## src/verilog/lsu_pkg.sv

```systemverilog
// load/store unit shared definitions
// widths, outstanding-transaction sizing and the access encodings
// exchanged between the execute stage, the request generator,
// the control queue and the response aligner
package lsu_pkg;

  //////////////////////////////////////////////////////////////////////
  // data path widths
  //////////////////////////////////////////////////////////////////////

  localparam int XLEN   = 32;            // data and address width
  localparam int BE_W   = XLEN / 8;      // byte lanes per word
  localparam int OFS_W  = $clog2(BE_W);  // byte offset inside a word
  localparam int HALF_W = 16;            // halfword payload width
  localparam int BYTE_W = 8;             // byte payload width

  //////////////////////////////////////////////////////////////////////
  // outstanding transaction bookkeeping
  //////////////////////////////////////////////////////////////////////

  // bus allows this many accepted but unanswered transfers
  localparam int CTRL_DEPTH = 2;
  localparam int CNT_W      = $clog2(CTRL_DEPTH + 1);  // holds 0..CTRL_DEPTH
  localparam int PTR_W      = $clog2(CTRL_DEPTH);      // queue slot index

  //////////////////////////////////////////////////////////////////////
  // access encodings
  //////////////////////////////////////////////////////////////////////

  // access size in the code the core's decoder drives
  typedef enum logic [1:0] {
    TYPE_WORD = 2'b00,  // 32 bit
    TYPE_HALF = 2'b01,  // 16 bit
    TYPE_BYTE = 2'b10   // 8 bit
  } data_type_e;

  // fill of the upper bits for short loads
  typedef enum logic [1:0] {
    EXT_ZERO = 2'b00,  // lbu / lhu
    EXT_SIGN = 2'b01,  // lb / lh
    EXT_ONES = 2'b10   // ones fill for custom loads
  } sign_ext_e;

  // word loads ignore the extension mode entirely
  // code 2'b11 of data_type_e decodes as a byte access

endpackage
```

## src/verilog/load_store_unit.sv

```systemverilog
// load/store unit top level
// data-memory LSU of the RISC core: request generator feeding the
// req/gnt/rvalid bus, a control queue tracking up to CTRL_DEPTH
// outstanding transfers, and the response aligner for load data
`timescale 1ns/10ps

module load_store_unit import lsu_pkg::*; (
  input  logic             clk,
  input  logic             rst_n,

  // execute stage
  input  logic             req_ex_i,
  input  logic             we_ex_i,
  input  data_type_e       type_ex_i,
  input  sign_ext_e        sign_ext_ex_i,
  input  logic [XLEN-1:0]  operand_a_i,
  input  logic [XLEN-1:0]  operand_b_i,
  input  logic             use_incr_i,
  input  logic [XLEN-1:0]  wdata_ex_i,
  input  logic [OFS_W-1:0] reg_offset_ex_i,
  output logic             ready_ex_o,       // ex may advance
  output logic             misaligned_o,

  // data bus
  output logic             data_req_o,
  input  logic             data_gnt_i,
  output logic [XLEN-1:0]  data_addr_o,
  output logic             data_we_o,
  output logic [BE_W-1:0]  data_be_o,
  output logic [XLEN-1:0]  data_wdata_o,
  input  logic             data_rvalid_i,
  input  logic [XLEN-1:0]  data_rdata_i,

  // write back
  output logic [XLEN-1:0]  rdata_o,
  output logic             rdata_valid_o,    // load result this cycle
  output logic             busy_o            // transfers outstanding
);

  logic             queue_full;
  logic             push;        // bus accept
  logic             push_we;
  data_type_e       push_type;
  logic [OFS_W-1:0] push_offset;
  sign_ext_e        push_sign_ext;
  logic             head_we;     // oldest outstanding transfer
  data_type_e       head_type;
  logic [OFS_W-1:0] head_offset;
  sign_ext_e        head_sign_ext;

  lsu_request_gen u_request_gen (
    .req_ex_i        (req_ex_i),
    .we_ex_i         (we_ex_i),
    .type_ex_i       (type_ex_i),
    .sign_ext_ex_i   (sign_ext_ex_i),
    .operand_a_i     (operand_a_i),
    .operand_b_i     (operand_b_i),
    .use_incr_i      (use_incr_i),
    .wdata_ex_i      (wdata_ex_i),
    .reg_offset_ex_i (reg_offset_ex_i),
    .queue_full_i    (queue_full),
    .data_gnt_i      (data_gnt_i),
    .misaligned_o    (misaligned_o),
    .data_req_o      (data_req_o),
    .data_addr_o     (data_addr_o),
    .data_we_o       (data_we_o),
    .data_be_o       (data_be_o),
    .data_wdata_o    (data_wdata_o),
    .push_o          (push),
    .push_we_o       (push_we),
    .push_type_o     (push_type),
    .push_offset_o   (push_offset),
    .push_sign_ext_o (push_sign_ext)
  );

  lsu_ctrl_queue u_ctrl_queue (
    .clk             (clk),
    .rst_n           (rst_n),
    .push_i          (push),
    .push_we_i       (push_we),
    .push_type_i     (push_type),
    .push_offset_i   (push_offset),
    .push_sign_ext_i (push_sign_ext),
    .pop_i           (data_rvalid_i),  // one response per accept
    .full_o          (queue_full),
    .busy_o          (busy_o),
    .head_we_o       (head_we),
    .head_type_o     (head_type),
    .head_offset_o   (head_offset),
    .head_sign_ext_o (head_sign_ext)
  );

  lsu_response_align u_response_align (
    .rvalid_i        (data_rvalid_i),
    .rdata_i         (data_rdata_i),
    .head_we_i       (head_we),
    .head_type_i     (head_type),
    .head_offset_i   (head_offset),
    .head_sign_ext_i (head_sign_ext),
    .rdata_o         (rdata_o),
    .rdata_valid_o   (rdata_valid_o)
  );

  // idle, dropped as misaligned, or handed to the bus this cycle
  assign ready_ex_o = ~req_ex_i | misaligned_o | push;

  // an ungranted request stays up with unchanged fields
  a_req_held : assert property (
    @(posedge clk) disable iff (!rst_n)
    (data_req_o && !data_gnt_i) |=> data_req_o && $stable(data_addr_o) &&
      $stable(data_we_o) && $stable(data_be_o) && $stable(data_wdata_o));

endmodule

```

## src/verilog/lsu_response_align.sv

```systemverilog
// load/store unit response aligner
// picks the addressed halfword or byte out of the bus response
// using the control of the oldest outstanding transfer and widens
// it with zero, sign or ones fill; words pass through untouched
// combinational from rvalid, stores produce no valid
`timescale 1ns/10ps

module lsu_response_align import lsu_pkg::*; (
  input  logic             rvalid_i,         // bus response strobe
  input  logic [XLEN-1:0]  rdata_i,          // raw bus word
  input  logic             head_we_i,        // oldest transfer was a store
  input  data_type_e       head_type_i,
  input  logic [OFS_W-1:0] head_offset_i,    // first byte lane
  input  sign_ext_e        head_sign_ext_i,

  output logic [XLEN-1:0]  rdata_o,          // to register file
  output logic             rdata_valid_o
);

  logic [XLEN-1:0] lane_data;  // addressed byte moved to lane 0
  logic [XLEN-1:0] half_ext;
  logic [XLEN-1:0] byte_ext;

  // keep the low width bits of val and fill above per mode
  function automatic logic [XLEN-1:0] extend(
    input logic [XLEN-1:0] val,
    input int unsigned     width,
    input sign_ext_e       mode
  );
    logic [XLEN-1:0] keep;  // payload lanes
    logic            top;   // msb of the payload
    keep = {XLEN{1'b1}} >> (XLEN - width);
    top  = val[width-1];
    case (mode)
      EXT_SIGN: extend = (val & keep) | (~keep & {XLEN{top}});
      EXT_ONES: extend = (val & keep) | ~keep;
      default:  extend = val & keep;  // zero fill
    endcase
  endfunction

  //////////////////////////////////////////////////////////////////////
  // lane selection
  //////////////////////////////////////////////////////////////////////

  // halfwords never sit at offset 3, so the shift never drops payload
  assign lane_data = rdata_i >> {head_offset_i, 3'b000};

  assign half_ext = extend(lane_data, HALF_W, head_sign_ext_i);
  assign byte_ext = extend(lane_data, BYTE_W, head_sign_ext_i);

  //////////////////////////////////////////////////////////////////////
  // size select
  //////////////////////////////////////////////////////////////////////

  always_comb begin
    case (head_type_i)
      TYPE_WORD: rdata_o = rdata_i;   // aligned, no extension
      TYPE_HALF: rdata_o = half_ext;
      default:   rdata_o = byte_ext;
    endcase
  end

  // store responses are consumed silently
  assign rdata_valid_o = rvalid_i & ~head_we_i;

  // head entry must have been written by an earlier push
  a_type_known : assert final (!rvalid_i || !$isunknown(head_type_i))
    else $error("response arrived with undefined access type");

endmodule

```

## src/verilog/lsu_ctrl_queue.sv

```systemverilog
// load/store unit control queue
// small FIFO holding the control of every accepted transfer until
// its response arrives: store flag, size, byte offset, extension
// pushed on bus accept, popped on rvalid, head read combinationally
`timescale 1ns/10ps

module lsu_ctrl_queue import lsu_pkg::*; (
  input  logic             clk,
  input  logic             rst_n,

  input  logic             push_i,           // transfer accepted
  input  logic             push_we_i,
  input  data_type_e       push_type_i,
  input  logic [OFS_W-1:0] push_offset_i,
  input  sign_ext_e        push_sign_ext_i,
  input  logic             pop_i,            // response arrived

  output logic             full_o,           // CTRL_DEPTH outstanding
  output logic             busy_o,           // anything outstanding
  output logic             head_we_o,        // oldest transfer
  output data_type_e       head_type_o,
  output logic [OFS_W-1:0] head_offset_o,
  output sign_ext_e        head_sign_ext_o
);

  // payload slots
  logic             we_q     [CTRL_DEPTH];
  data_type_e       type_q   [CTRL_DEPTH];
  logic [OFS_W-1:0] offset_q [CTRL_DEPTH];
  sign_ext_e        sext_q   [CTRL_DEPTH];

  logic [PTR_W-1:0] wr_ptr_q;  // next free slot
  logic [PTR_W-1:0] rd_ptr_q;  // oldest slot
  logic [CNT_W-1:0] cnt_q;     // entries in use
  logic             full;
  logic             empty;

  // wrap back to slot 0 after the last slot
  function automatic logic [PTR_W-1:0] ptr_inc(input logic [PTR_W-1:0] ptr);
    if (ptr == PTR_W'(CTRL_DEPTH - 1)) begin
      return '0;
    end
    return ptr + 1'b1;
  endfunction

  //////////////////////////////////////////////////////////////////////
  // storage
  //////////////////////////////////////////////////////////////////////

  always_ff @(posedge clk) begin
    if (push_i) begin
      we_q[wr_ptr_q]     <= push_we_i;
      type_q[wr_ptr_q]   <= push_type_i;
      offset_q[wr_ptr_q] <= push_offset_i;
      sext_q[wr_ptr_q]   <= push_sign_ext_i;
    end
  end

  // pointers and count with push and pop in the same cycle allowed
  always_ff @(posedge clk or negedge rst_n) begin
    if (!rst_n) begin
      wr_ptr_q <= '0;
      rd_ptr_q <= '0;
      cnt_q    <= '0;
    end else begin
      if (push_i) wr_ptr_q <= ptr_inc(wr_ptr_q);
      if (pop_i)  rd_ptr_q <= ptr_inc(rd_ptr_q);
      case ({push_i, pop_i})
        2'b10:   cnt_q <= cnt_q + 1'b1;
        2'b01:   cnt_q <= cnt_q - 1'b1;
        default: cnt_q <= cnt_q;  // idle or both
      endcase
    end
  end

  assign full  = (cnt_q == CNT_W'(CTRL_DEPTH));
  assign empty = (cnt_q == '0);

  assign full_o          = full;
  assign busy_o          = ~empty;
  assign head_we_o       = we_q[rd_ptr_q];
  assign head_type_o     = type_q[rd_ptr_q];
  assign head_offset_o   = offset_q[rd_ptr_q];
  assign head_sign_ext_o = sext_q[rd_ptr_q];

  //////////////////////////////////////////////////////////////////////
  // assertions
  //////////////////////////////////////////////////////////////////////

  // generator must hold off requests while every slot is taken
  a_no_overflow : assert property (
    @(posedge clk) disable iff (!rst_n) (push_i && full) |-> pop_i);

  // rvalid only ever answers an accepted transfer
  a_no_spurious_rvalid : assert property (
    @(posedge clk) disable iff (!rst_n) pop_i |-> !empty);

  a_cnt_bound : assert property (
    @(posedge clk) disable iff (!rst_n) cnt_q <= CNT_W'(CTRL_DEPTH));

endmodule

```

## src/verilog/lsu_request_gen.sv

```systemverilog
// load/store unit request generator
// forms the bus address from the execute-stage operands, flags
// misaligned word/halfword accesses, derives byte enables and
// rotates store data into the addressed lanes; purely combinational
`timescale 1ns/10ps

module lsu_request_gen import lsu_pkg::*; (
  // execute stage side
  input  logic             req_ex_i,         // ld/st request
  input  logic             we_ex_i,          // 1 = store
  input  data_type_e       type_ex_i,        // access size
  input  sign_ext_e        sign_ext_ex_i,    // load extension mode
  input  logic [XLEN-1:0]  operand_a_i,      // base address
  input  logic [XLEN-1:0]  operand_b_i,      // increment
  input  logic             use_incr_i,       // add operand b
  input  logic [XLEN-1:0]  wdata_ex_i,       // store data as in the register
  input  logic [OFS_W-1:0] reg_offset_ex_i,  // byte offset of data in the register

  // control queue
  input  logic             queue_full_i,     // no slot for another transfer

  // bus
  input  logic             data_gnt_i,

  output logic             misaligned_o,     // access not issued
  output logic             data_req_o,
  output logic [XLEN-1:0]  data_addr_o,
  output logic             data_we_o,
  output logic [BE_W-1:0]  data_be_o,
  output logic [XLEN-1:0]  data_wdata_o,

  // entry handed to the control queue on accept
  output logic             push_o,
  output logic             push_we_o,
  output data_type_e       push_type_o,
  output logic [OFS_W-1:0] push_offset_o,
  output sign_ext_e        push_sign_ext_o
);

  logic [XLEN-1:0]   addr;       // effective address
  logic [OFS_W-1:0]  offset;     // byte lane of the first accessed byte
  logic [BE_W-1:0]   size_mask;  // lanes covered at offset 0
  logic [OFS_W-1:0]  wdata_rot;  // store rotation in bytes
  logic [2*XLEN-1:0] wdata_dbl;  // doubled word, upper half is the rotation

  //////////////////////////////////////////////////////////////////////
  // address and alignment
  //////////////////////////////////////////////////////////////////////

  assign addr   = use_incr_i ? (operand_a_i + operand_b_i) : operand_a_i;
  assign offset = addr[OFS_W-1:0];

  // word needs offset 0, halfword must not cross the word boundary
  always_comb begin
    misaligned_o = 1'b0;
    if (req_ex_i) begin
      case (type_ex_i)
        TYPE_WORD: misaligned_o = (offset != '0);
        TYPE_HALF: misaligned_o = (offset == OFS_W'(BE_W - 1));
        default:   misaligned_o = 1'b0;  // bytes fit anywhere
      endcase
    end
  end

  //////////////////////////////////////////////////////////////////////
  // byte enables
  //////////////////////////////////////////////////////////////////////

  always_comb begin
    case (type_ex_i)
      TYPE_WORD: size_mask = {BE_W{1'b1}};
      TYPE_HALF: size_mask = BE_W'(2'b11);
      default:   size_mask = BE_W'(1'b1);
    endcase
  end

  // lanes above the top lane fall off the end
  assign data_be_o = size_mask << offset;

  //////////////////////////////////////////////////////////////////////
  // store data rotation
  //////////////////////////////////////////////////////////////////////

  // register byte reg_offset lands on lane offset modulo the word
  assign wdata_rot    = offset - reg_offset_ex_i;
  assign wdata_dbl    = {wdata_ex_i, wdata_ex_i} << {wdata_rot, 3'b000};
  assign data_wdata_o = wdata_dbl[2*XLEN-1:XLEN];  // rotate left

  //////////////////////////////////////////////////////////////////////
  // bus request and queue push
  //////////////////////////////////////////////////////////////////////

  // request and its fields come straight from the ex stage
  assign data_req_o  = req_ex_i & ~misaligned_o & ~queue_full_i;
  assign data_addr_o = addr;
  assign data_we_o   = we_ex_i;

  assign push_o          = data_req_o & data_gnt_i;  // accept
  assign push_we_o       = we_ex_i;
  assign push_type_o     = type_ex_i;
  assign push_offset_o   = offset;          // response lane select
  assign push_sign_ext_o = sign_ext_ex_i;

  // every access placed on the bus keeps all of its lanes inside the word
  a_no_req_misaligned : assert final (!data_req_o ||
    ($countones(data_be_o) == ((type_ex_i == TYPE_WORD) ? BE_W :
                               (type_ex_i == TYPE_HALF) ? 2 : 1)))
    else $error("misaligned access issued on the data bus");

endmodule

```

## config.mk

```make
export PLATFORM = sky130hd
export DESIGN_NAME = load_store_unit
export DESIGN_NICKNAME = d
export VERILOG_FILES = /design/src/verilog/lsu_pkg.sv /design/src/verilog/load_store_unit.sv /design/src/verilog/lsu_response_align.sv /design/src/verilog/lsu_ctrl_queue.sv /design/src/verilog/lsu_request_gen.sv
export SDC_FILE = /design/constraint.sdc
export NUM_CORES = 1
export LEC_CHECK = 0
export BUFFER_PORTS_ARGS = -buffer_cell sky130_fd_sc_hd__buf_2
export CAP_MARGIN = 20
export CORE_MARGIN = 5
export CORE_UTILIZATION = 40
export CTS_CLUSTER_DIAMETER = 30
export CTS_CLUSTER_SIZE = 28
export DETAILED_ROUTE_END_ITERATION = 10
export PLACE_DENSITY = 0.72
export SYNTH_ARGS = -nofsm -noshare
export SYNTH_HDL_FRONTEND = slang
export SYNTH_SLANG_ARGS = --single-unit
```

## constraint.sdc

```tcl
create_clock -name clk -period 8.75 [get_ports clk]
set_input_delay 0.875 -clock clk [delete_from_list [all_inputs] [get_ports clk]]
set_output_delay 0.875 -clock clk [all_outputs]
set_load 0.05 [all_outputs]
```

## Word level (Yosys, flattened, before mapping)

Memory sizes are Yosys's and may differ from the RTL's.
Cells that the tools add are included.
Widths: inputs -> output; s select.

- ROM bits: 0
- Bits in latches: 0
- Bits in writable memories: 14
- Memories kept: 4
- Output and inout port bits: 106
- Input bits: 141
- Register bits after elaboration: 4

Memory list:

| memory | words | width | rd ports | clocked after memory_dff | wr ports | line | RTL |
|---|---|---|---|---|---|---|---|
| u_ctrl_queue.offset_q | 2 | 2 | 1 | 0 | 1 | lsu_ctrl_queue.sv:29 | `logic [OFS_W-1:0] offset_q [CTRL_DEPTH];` |
| u_ctrl_queue.sext_q | 2 | 2 | 1 | 0 | 1 | lsu_ctrl_queue.sv:30 | `sign_ext_e sext_q [CTRL_DEPTH];` |
| u_ctrl_queue.type_q | 2 | 2 | 1 | 0 | 1 | lsu_ctrl_queue.sv:28 | `data_type_e type_q [CTRL_DEPTH];` |
| u_ctrl_queue.we_q | 2 | 1 | 1 | 0 | 1 | lsu_ctrl_queue.sv:27 | `logic we_q [CTRL_DEPTH];` |

- Shift operators: 3
- Div/mod/pow operators: 0
- Reduce and logical (&&, ||, !) cells: 5
- Equal/unequal tests: 8
- Add/subtract/negate cells: 6
- Muxes and demuxes: 18
- Bitwise logic cells: 13
- Multipliers: 0
- Magnitude comparators: 0

Operator list:

| operator | count |
|---|---|
| $pmux 32 s2 | 3 |
| $shl 64x5->64 | 1 |
| $add 32x32->32 | 1 |
| $mux 32 | 1 |
| $or 16x32->32 | 1 |
| $or 8x32->32 | 1 |
| $shr 32x5->16 | 1 |
| $mux 1 | 11 |
| $eq 2x1->1 const B | 4 |
| $eq 2x2->1 const B | 4 |
| $pmux 4 s2 | 1 |
| $logic_not 2->1 | 3 |
| $not 1->1 | 5 |
| $and 1x1->1 | 4 |
| $pmux 2 s2 | 1 |
| $reduce_bool 2->1 | 2 |
| $shl 4x2->4 | 1 |
| $add 1x1->1 const B | 2 |
| $add 2x1->2 const B | 1 |
| $or 1x1->1 | 2 |
| $pmux 1 s2 | 1 |
| $sub 2x1->2 const B | 1 |
| $sub 2x2->2 | 1 |

## Logic depth before layout (Yosys ltp)

- Depth in word-level cells: 11
- Gate-level depth with buffers: 11

## By module

From an unflattened synthesis, not the netlist that was laid out.

- Cells, all modules: 566
- Area, all modules: 4561.9 sq um

Modules (own cells, without submodules):

| module | area an instance (sq um) | cells an instance | times used |
|---|---|---|---|
| lsu_request_gen | 3050.4 | 394 | 1 |
| lsu_response_align | 809.5 | 133 | 1 |
| lsu_ctrl_queue | 693.2 | 38 | 1 |
| load_store_unit | 8.8 | 1 | 1 |

## Worst setup path before layout

No wires, ideal clock.

- Path type: in2out
- Start point: input port operand_a_i[0]
- End point: output port data_addr_o[20]
- Stages: 9
- Buffers on the path: 0
- Path slack: 3.372 ns
- Data required time: 7.875 ns
- Arrival: 4.503 ns
- Cells stage by stage: ha_1 fa_1 a21o_1 a221oi_4 nor3_2 o31ai_1 a21oi_1 o21a_1 o311ai_0

- Longest elaborated chain between the ends: 2

Ends and longest elaborated chain:

| element | line | RTL |
|---|---|---|
| start: declaration | load_store_unit.sv:16 | `input logic [XLEN-1:0] operand_a_i,` |
| $add 32x32->32 | lsu_request_gen.sv:50 | `assign addr = use_incr_i ? (operand_a_i + operand_b_i) : operand_a_i;` |
| $mux 32 | lsu_request_gen.sv:50 |  |
| end: declaration | load_store_unit.sv:27 | `output logic [XLEN-1:0] data_addr_o,` |

Every way passes these cells.

## Final worst setup path

- Start point: input port use_incr_i
- End point: output port data_wdata_o[0]

- Longest elaborated chain between the ends: 3

Ends and longest elaborated chain:

| element | line | RTL |
|---|---|---|
| start: declaration | load_store_unit.sv:18 | `input logic use_incr_i,` |
| $mux 32 | lsu_request_gen.sv:50 |  |
| $sub 2x2->2 | lsu_request_gen.sv:85 | `assign wdata_rot = offset - reg_offset_ex_i;` |
| $shl 64x5->64 | lsu_request_gen.sv:86 | `assign wdata_dbl = {wdata_ex_i, wdata_ex_i} << {wdata_rot, 3'b000};` |
| end: declaration | load_store_unit.sv:30 | `output logic [XLEN-1:0] data_wdata_o,` |

Every way passes these cells.

==> key figures <==
Outcome
  – Outcome: finished clean

Timing
  – Fin worst setup slack: 3.844 ns
  – Final slew viol count: 0
  – Slew at the pin with the worst max-slew slack: 1.043 ns
  – Final min period: 4.906 ns
  – Worst Clk Skew: 0.006542 ns
  – Fin Setup TNS: 0 ns
  – Worst slew margin: 29.08%
  – Final hold vios: 0
  – Final hold slack: 0.4175 ns
  – RSZ-0062 raised after global routing: false
  – Final Setup Violations: 0
  – Final Cycle Share: 56.07%
  – Max Clock Freq: 203.8 MHz

Global route
  – Largest net degree at the start of global routing: 43
  – GR Overflow Total: 0
  – Total GRT Usage: 21.82%
  – First-pass GRT wire length: 23.88 mm
  – Vias in the first global route: 5152
  – Initial antenna violation count: 0

Drt
  – Routed Antenna Nets: 0
  – WL per Instance: 16.93 um
  – Initial DRC count: 270
  – Drt drc: 0
  – Post-Route WL: 15.12 mm
  – Via count: 5046
  – Vias/cell: 5.651
  – First-pass DRT Iterations: 5

Logic synthesis
  – Library cells used by synthesis: 62
  – Number of synthesized register bits: 18
  – Synth Cell Area: 4249 um2
  – Avg Cell Area, Syn: 8.032 um2
  – Post-synthesis sequential area ratio: 12.25%
  – Ys Warns: 0
  – Top_reg_cell synth: edfxtp_1
  – Post-synth ARST share: 22.22%
  – Post-synth EDFFs: 14
  – Synthesized net count: 706
  – Syn Inst Count: 529

Finish
  – Register area: 520.5 um2
  – Fillers: 965
  – Synth-to-Final Area Change: 32.19%
  – # nets final: 935
  – Most frequent cells in the layout: buf_2, mux2i_1, nor2_1
  – Layout cell share with drive strength beyond 1: 37.52%
  – Final std cell area, no fill: 5617 um2
  – ANT cells: 0
  – Most common cell after layout, fill and taps aside: buf_2
  – Util after Layout: 54.41%
  – Non-Filler Instances: 893
  – Area of the multi-input gates: 3567 um2

Clock network
  – CTS buffer count: 3
  – Worst-path clk slew: 0.07 ns
  – H-Tree Depth: 1
  – Cts repair resizes: 0
  – Maximum clock path buffer count: 2
  – Postcts setup bufs: 0
  – CTS sink count: 18
  – Clock Latency Late Sink: 0.25 ns
  – Cts hold-fix bufs: 0
  – Clock Tree Root: clkbuf_8
  – CTS tree: done

Setup path
  – CP Launch Type: input port
  – Crit end category: output pin
  – CP max FO: 42
  – CP arrival: 4.03 ns
  – Worst EP required: 7.88 ns
  – Setup Crit Path Kind: in -> out

Place
  – Dpl ws: 3.824 ns
  – # port buffers: 246
  – Gp weighted congestion: 0.9129
  – Placed Cells: 889
  – Hpwl dp: 13.01 mm
  – Cell area after placement: 5572 um2

Die
  – Die Ht: 113.1 um
  – Core Rows: 37
  – Starting Density: 41.16%
  – Core ar.: 10320 um2
  – Die area: 12780 um2
  – Die W: 113.1 um
  – I/O pin cnt: 247

Pwr
  – Max VDD drop: 203.1 uV
  – Leak pwr: 3.015 nW
  – PD cells: 260.7 nW/um2
  – PnR Total Power: 1.464 mW

Run
  – Max Cap Viol: 0

Worst hold path
  – Hold Crit Class: in -> async
==> cell families (layout without fill, tap and decap cells) <==
| family | after synthesis | after routing | synth area share, % |
|---|---|---|---|
| flip-flops | 18 | 18 | 12.25 |
| buffers and inverters | 42 | 270 | 3.975 |
| adder cells (fa/ha/maj) | 37 | 37 | 11.01 |
| multiplexers | 100 | 100 | 24.62 |
| XOR/XNOR | 31 | 31 | 6.390 |
| AO/OA/AOI/OAI | 164 | 164 | 26.89 |
| AND/OR/NAND/NOR | 137 | 137 | 14.87 |
==> worst max-delay path, stage by stage <==
cell     delay [ns]
buf_2          0.60
mux2i_1        0.73
ha_1           0.29
xnor2_1        0.17
xnor2_2        0.14
buf_4          0.47
mux2i_1        0.20
mux2i_1        0.22
buf_2          0.30
==> cell usage after synthesis, types with 6 or more instances <==
master | number | area [um2]
and3_1 | 6 | 37.54
edfxtp_1 | 14 | 420.4
a21o_1 | 30 | 225.2
mux2i_1 | 78 | 780.8
o22ai_1 | 9 | 56.30
nor2_1 | 60 | 225.2
ha_1 | 35 | 437.9
o21ai_0 | 26 | 130.1
mux2_2 | 19 | 214.0
nand2_1 | 35 | 131.4
xor2_1 | 13 | 113.9
a21oi_1 | 42 | 210.2
inv_1 | 18 | 67.56
buf_2 | 6 | 30.03
o21a_1 | 8 | 60.06
clkbuf_1 | 14 | 52.55
a221o_1 | 8 | 80.08
xnor2_1 | 18 | 157.7
==> sequential cells by signal, summed over array words and instances, names as in the netlist <==
signal	flops
u_ctrl_queue.sext_q	4
u_ctrl_queue.offset_q	4
u_ctrl_queue.rd_ptr_q	1
u_ctrl_queue.type_q	4
u_ctrl_queue.wr_ptr_q	1
u_ctrl_queue.we_q	2
u_ctrl_queue.cnt_q	2
==> path summary, 6_finish.rpt <==
path / startpoint / to / slack [ns] / depth (start not counted)
worst max register to register: u_ctrl_queue.cnt_q[0] / u_ctrl_queue.type_q[0][0] / 7.01 / 4
max in group asynchronous: rst_n / u_ctrl_queue.cnt_q[0] / 8.20 / 1
worst max-delay path: use_incr_i / data_wdata_o[0] / 3.84 / 9
min in group clk: u_ctrl_queue.cnt_q[1] / u_ctrl_queue.cnt_q[1] / 0.50 / 1
worst min-delay path: rst_n / u_ctrl_queue.rd_ptr_q / 0.42 / 1
worst min register to register: u_ctrl_queue.cnt_q[1] / u_ctrl_queue.cnt_q[1] / 0.50 / 1
==> layout make-up <==
cell class              count  area share, %
multi-input cells         469          63.51
well taps                 136          3.030
repair buffers            248          22.19
clock buffers               3         0.7351
inverters                  18          1.203
flip-flops and latches     18          9.267
clock inverters             1        0.06683
==> where the power goes <==
part           internal [mW]  switching (mW)  total, mW  leakage [nW]
Sequential             0.110          0.0244      0.134         0.174
Clock                 0.0311          0.0258     0.0569        0.0231
Combinational          0.356           0.916       1.27          2.82
==> layer usage <==
layer | routed length (um) | share of wire (%) | track usage [%] | vias up
met3 | 1134 | 7.5 | 3.369 | 26
met2 | 7487 | 50 | 40.80 | 240
met4 | 379 | 2.5 | 6.330 | 0
met5 | 0 | 0 | 0 | -
met1 | 6118 | 40 | 25.52 | 2331
li1 | - | - | - | 2449
(Power assumes the default switching activity.)
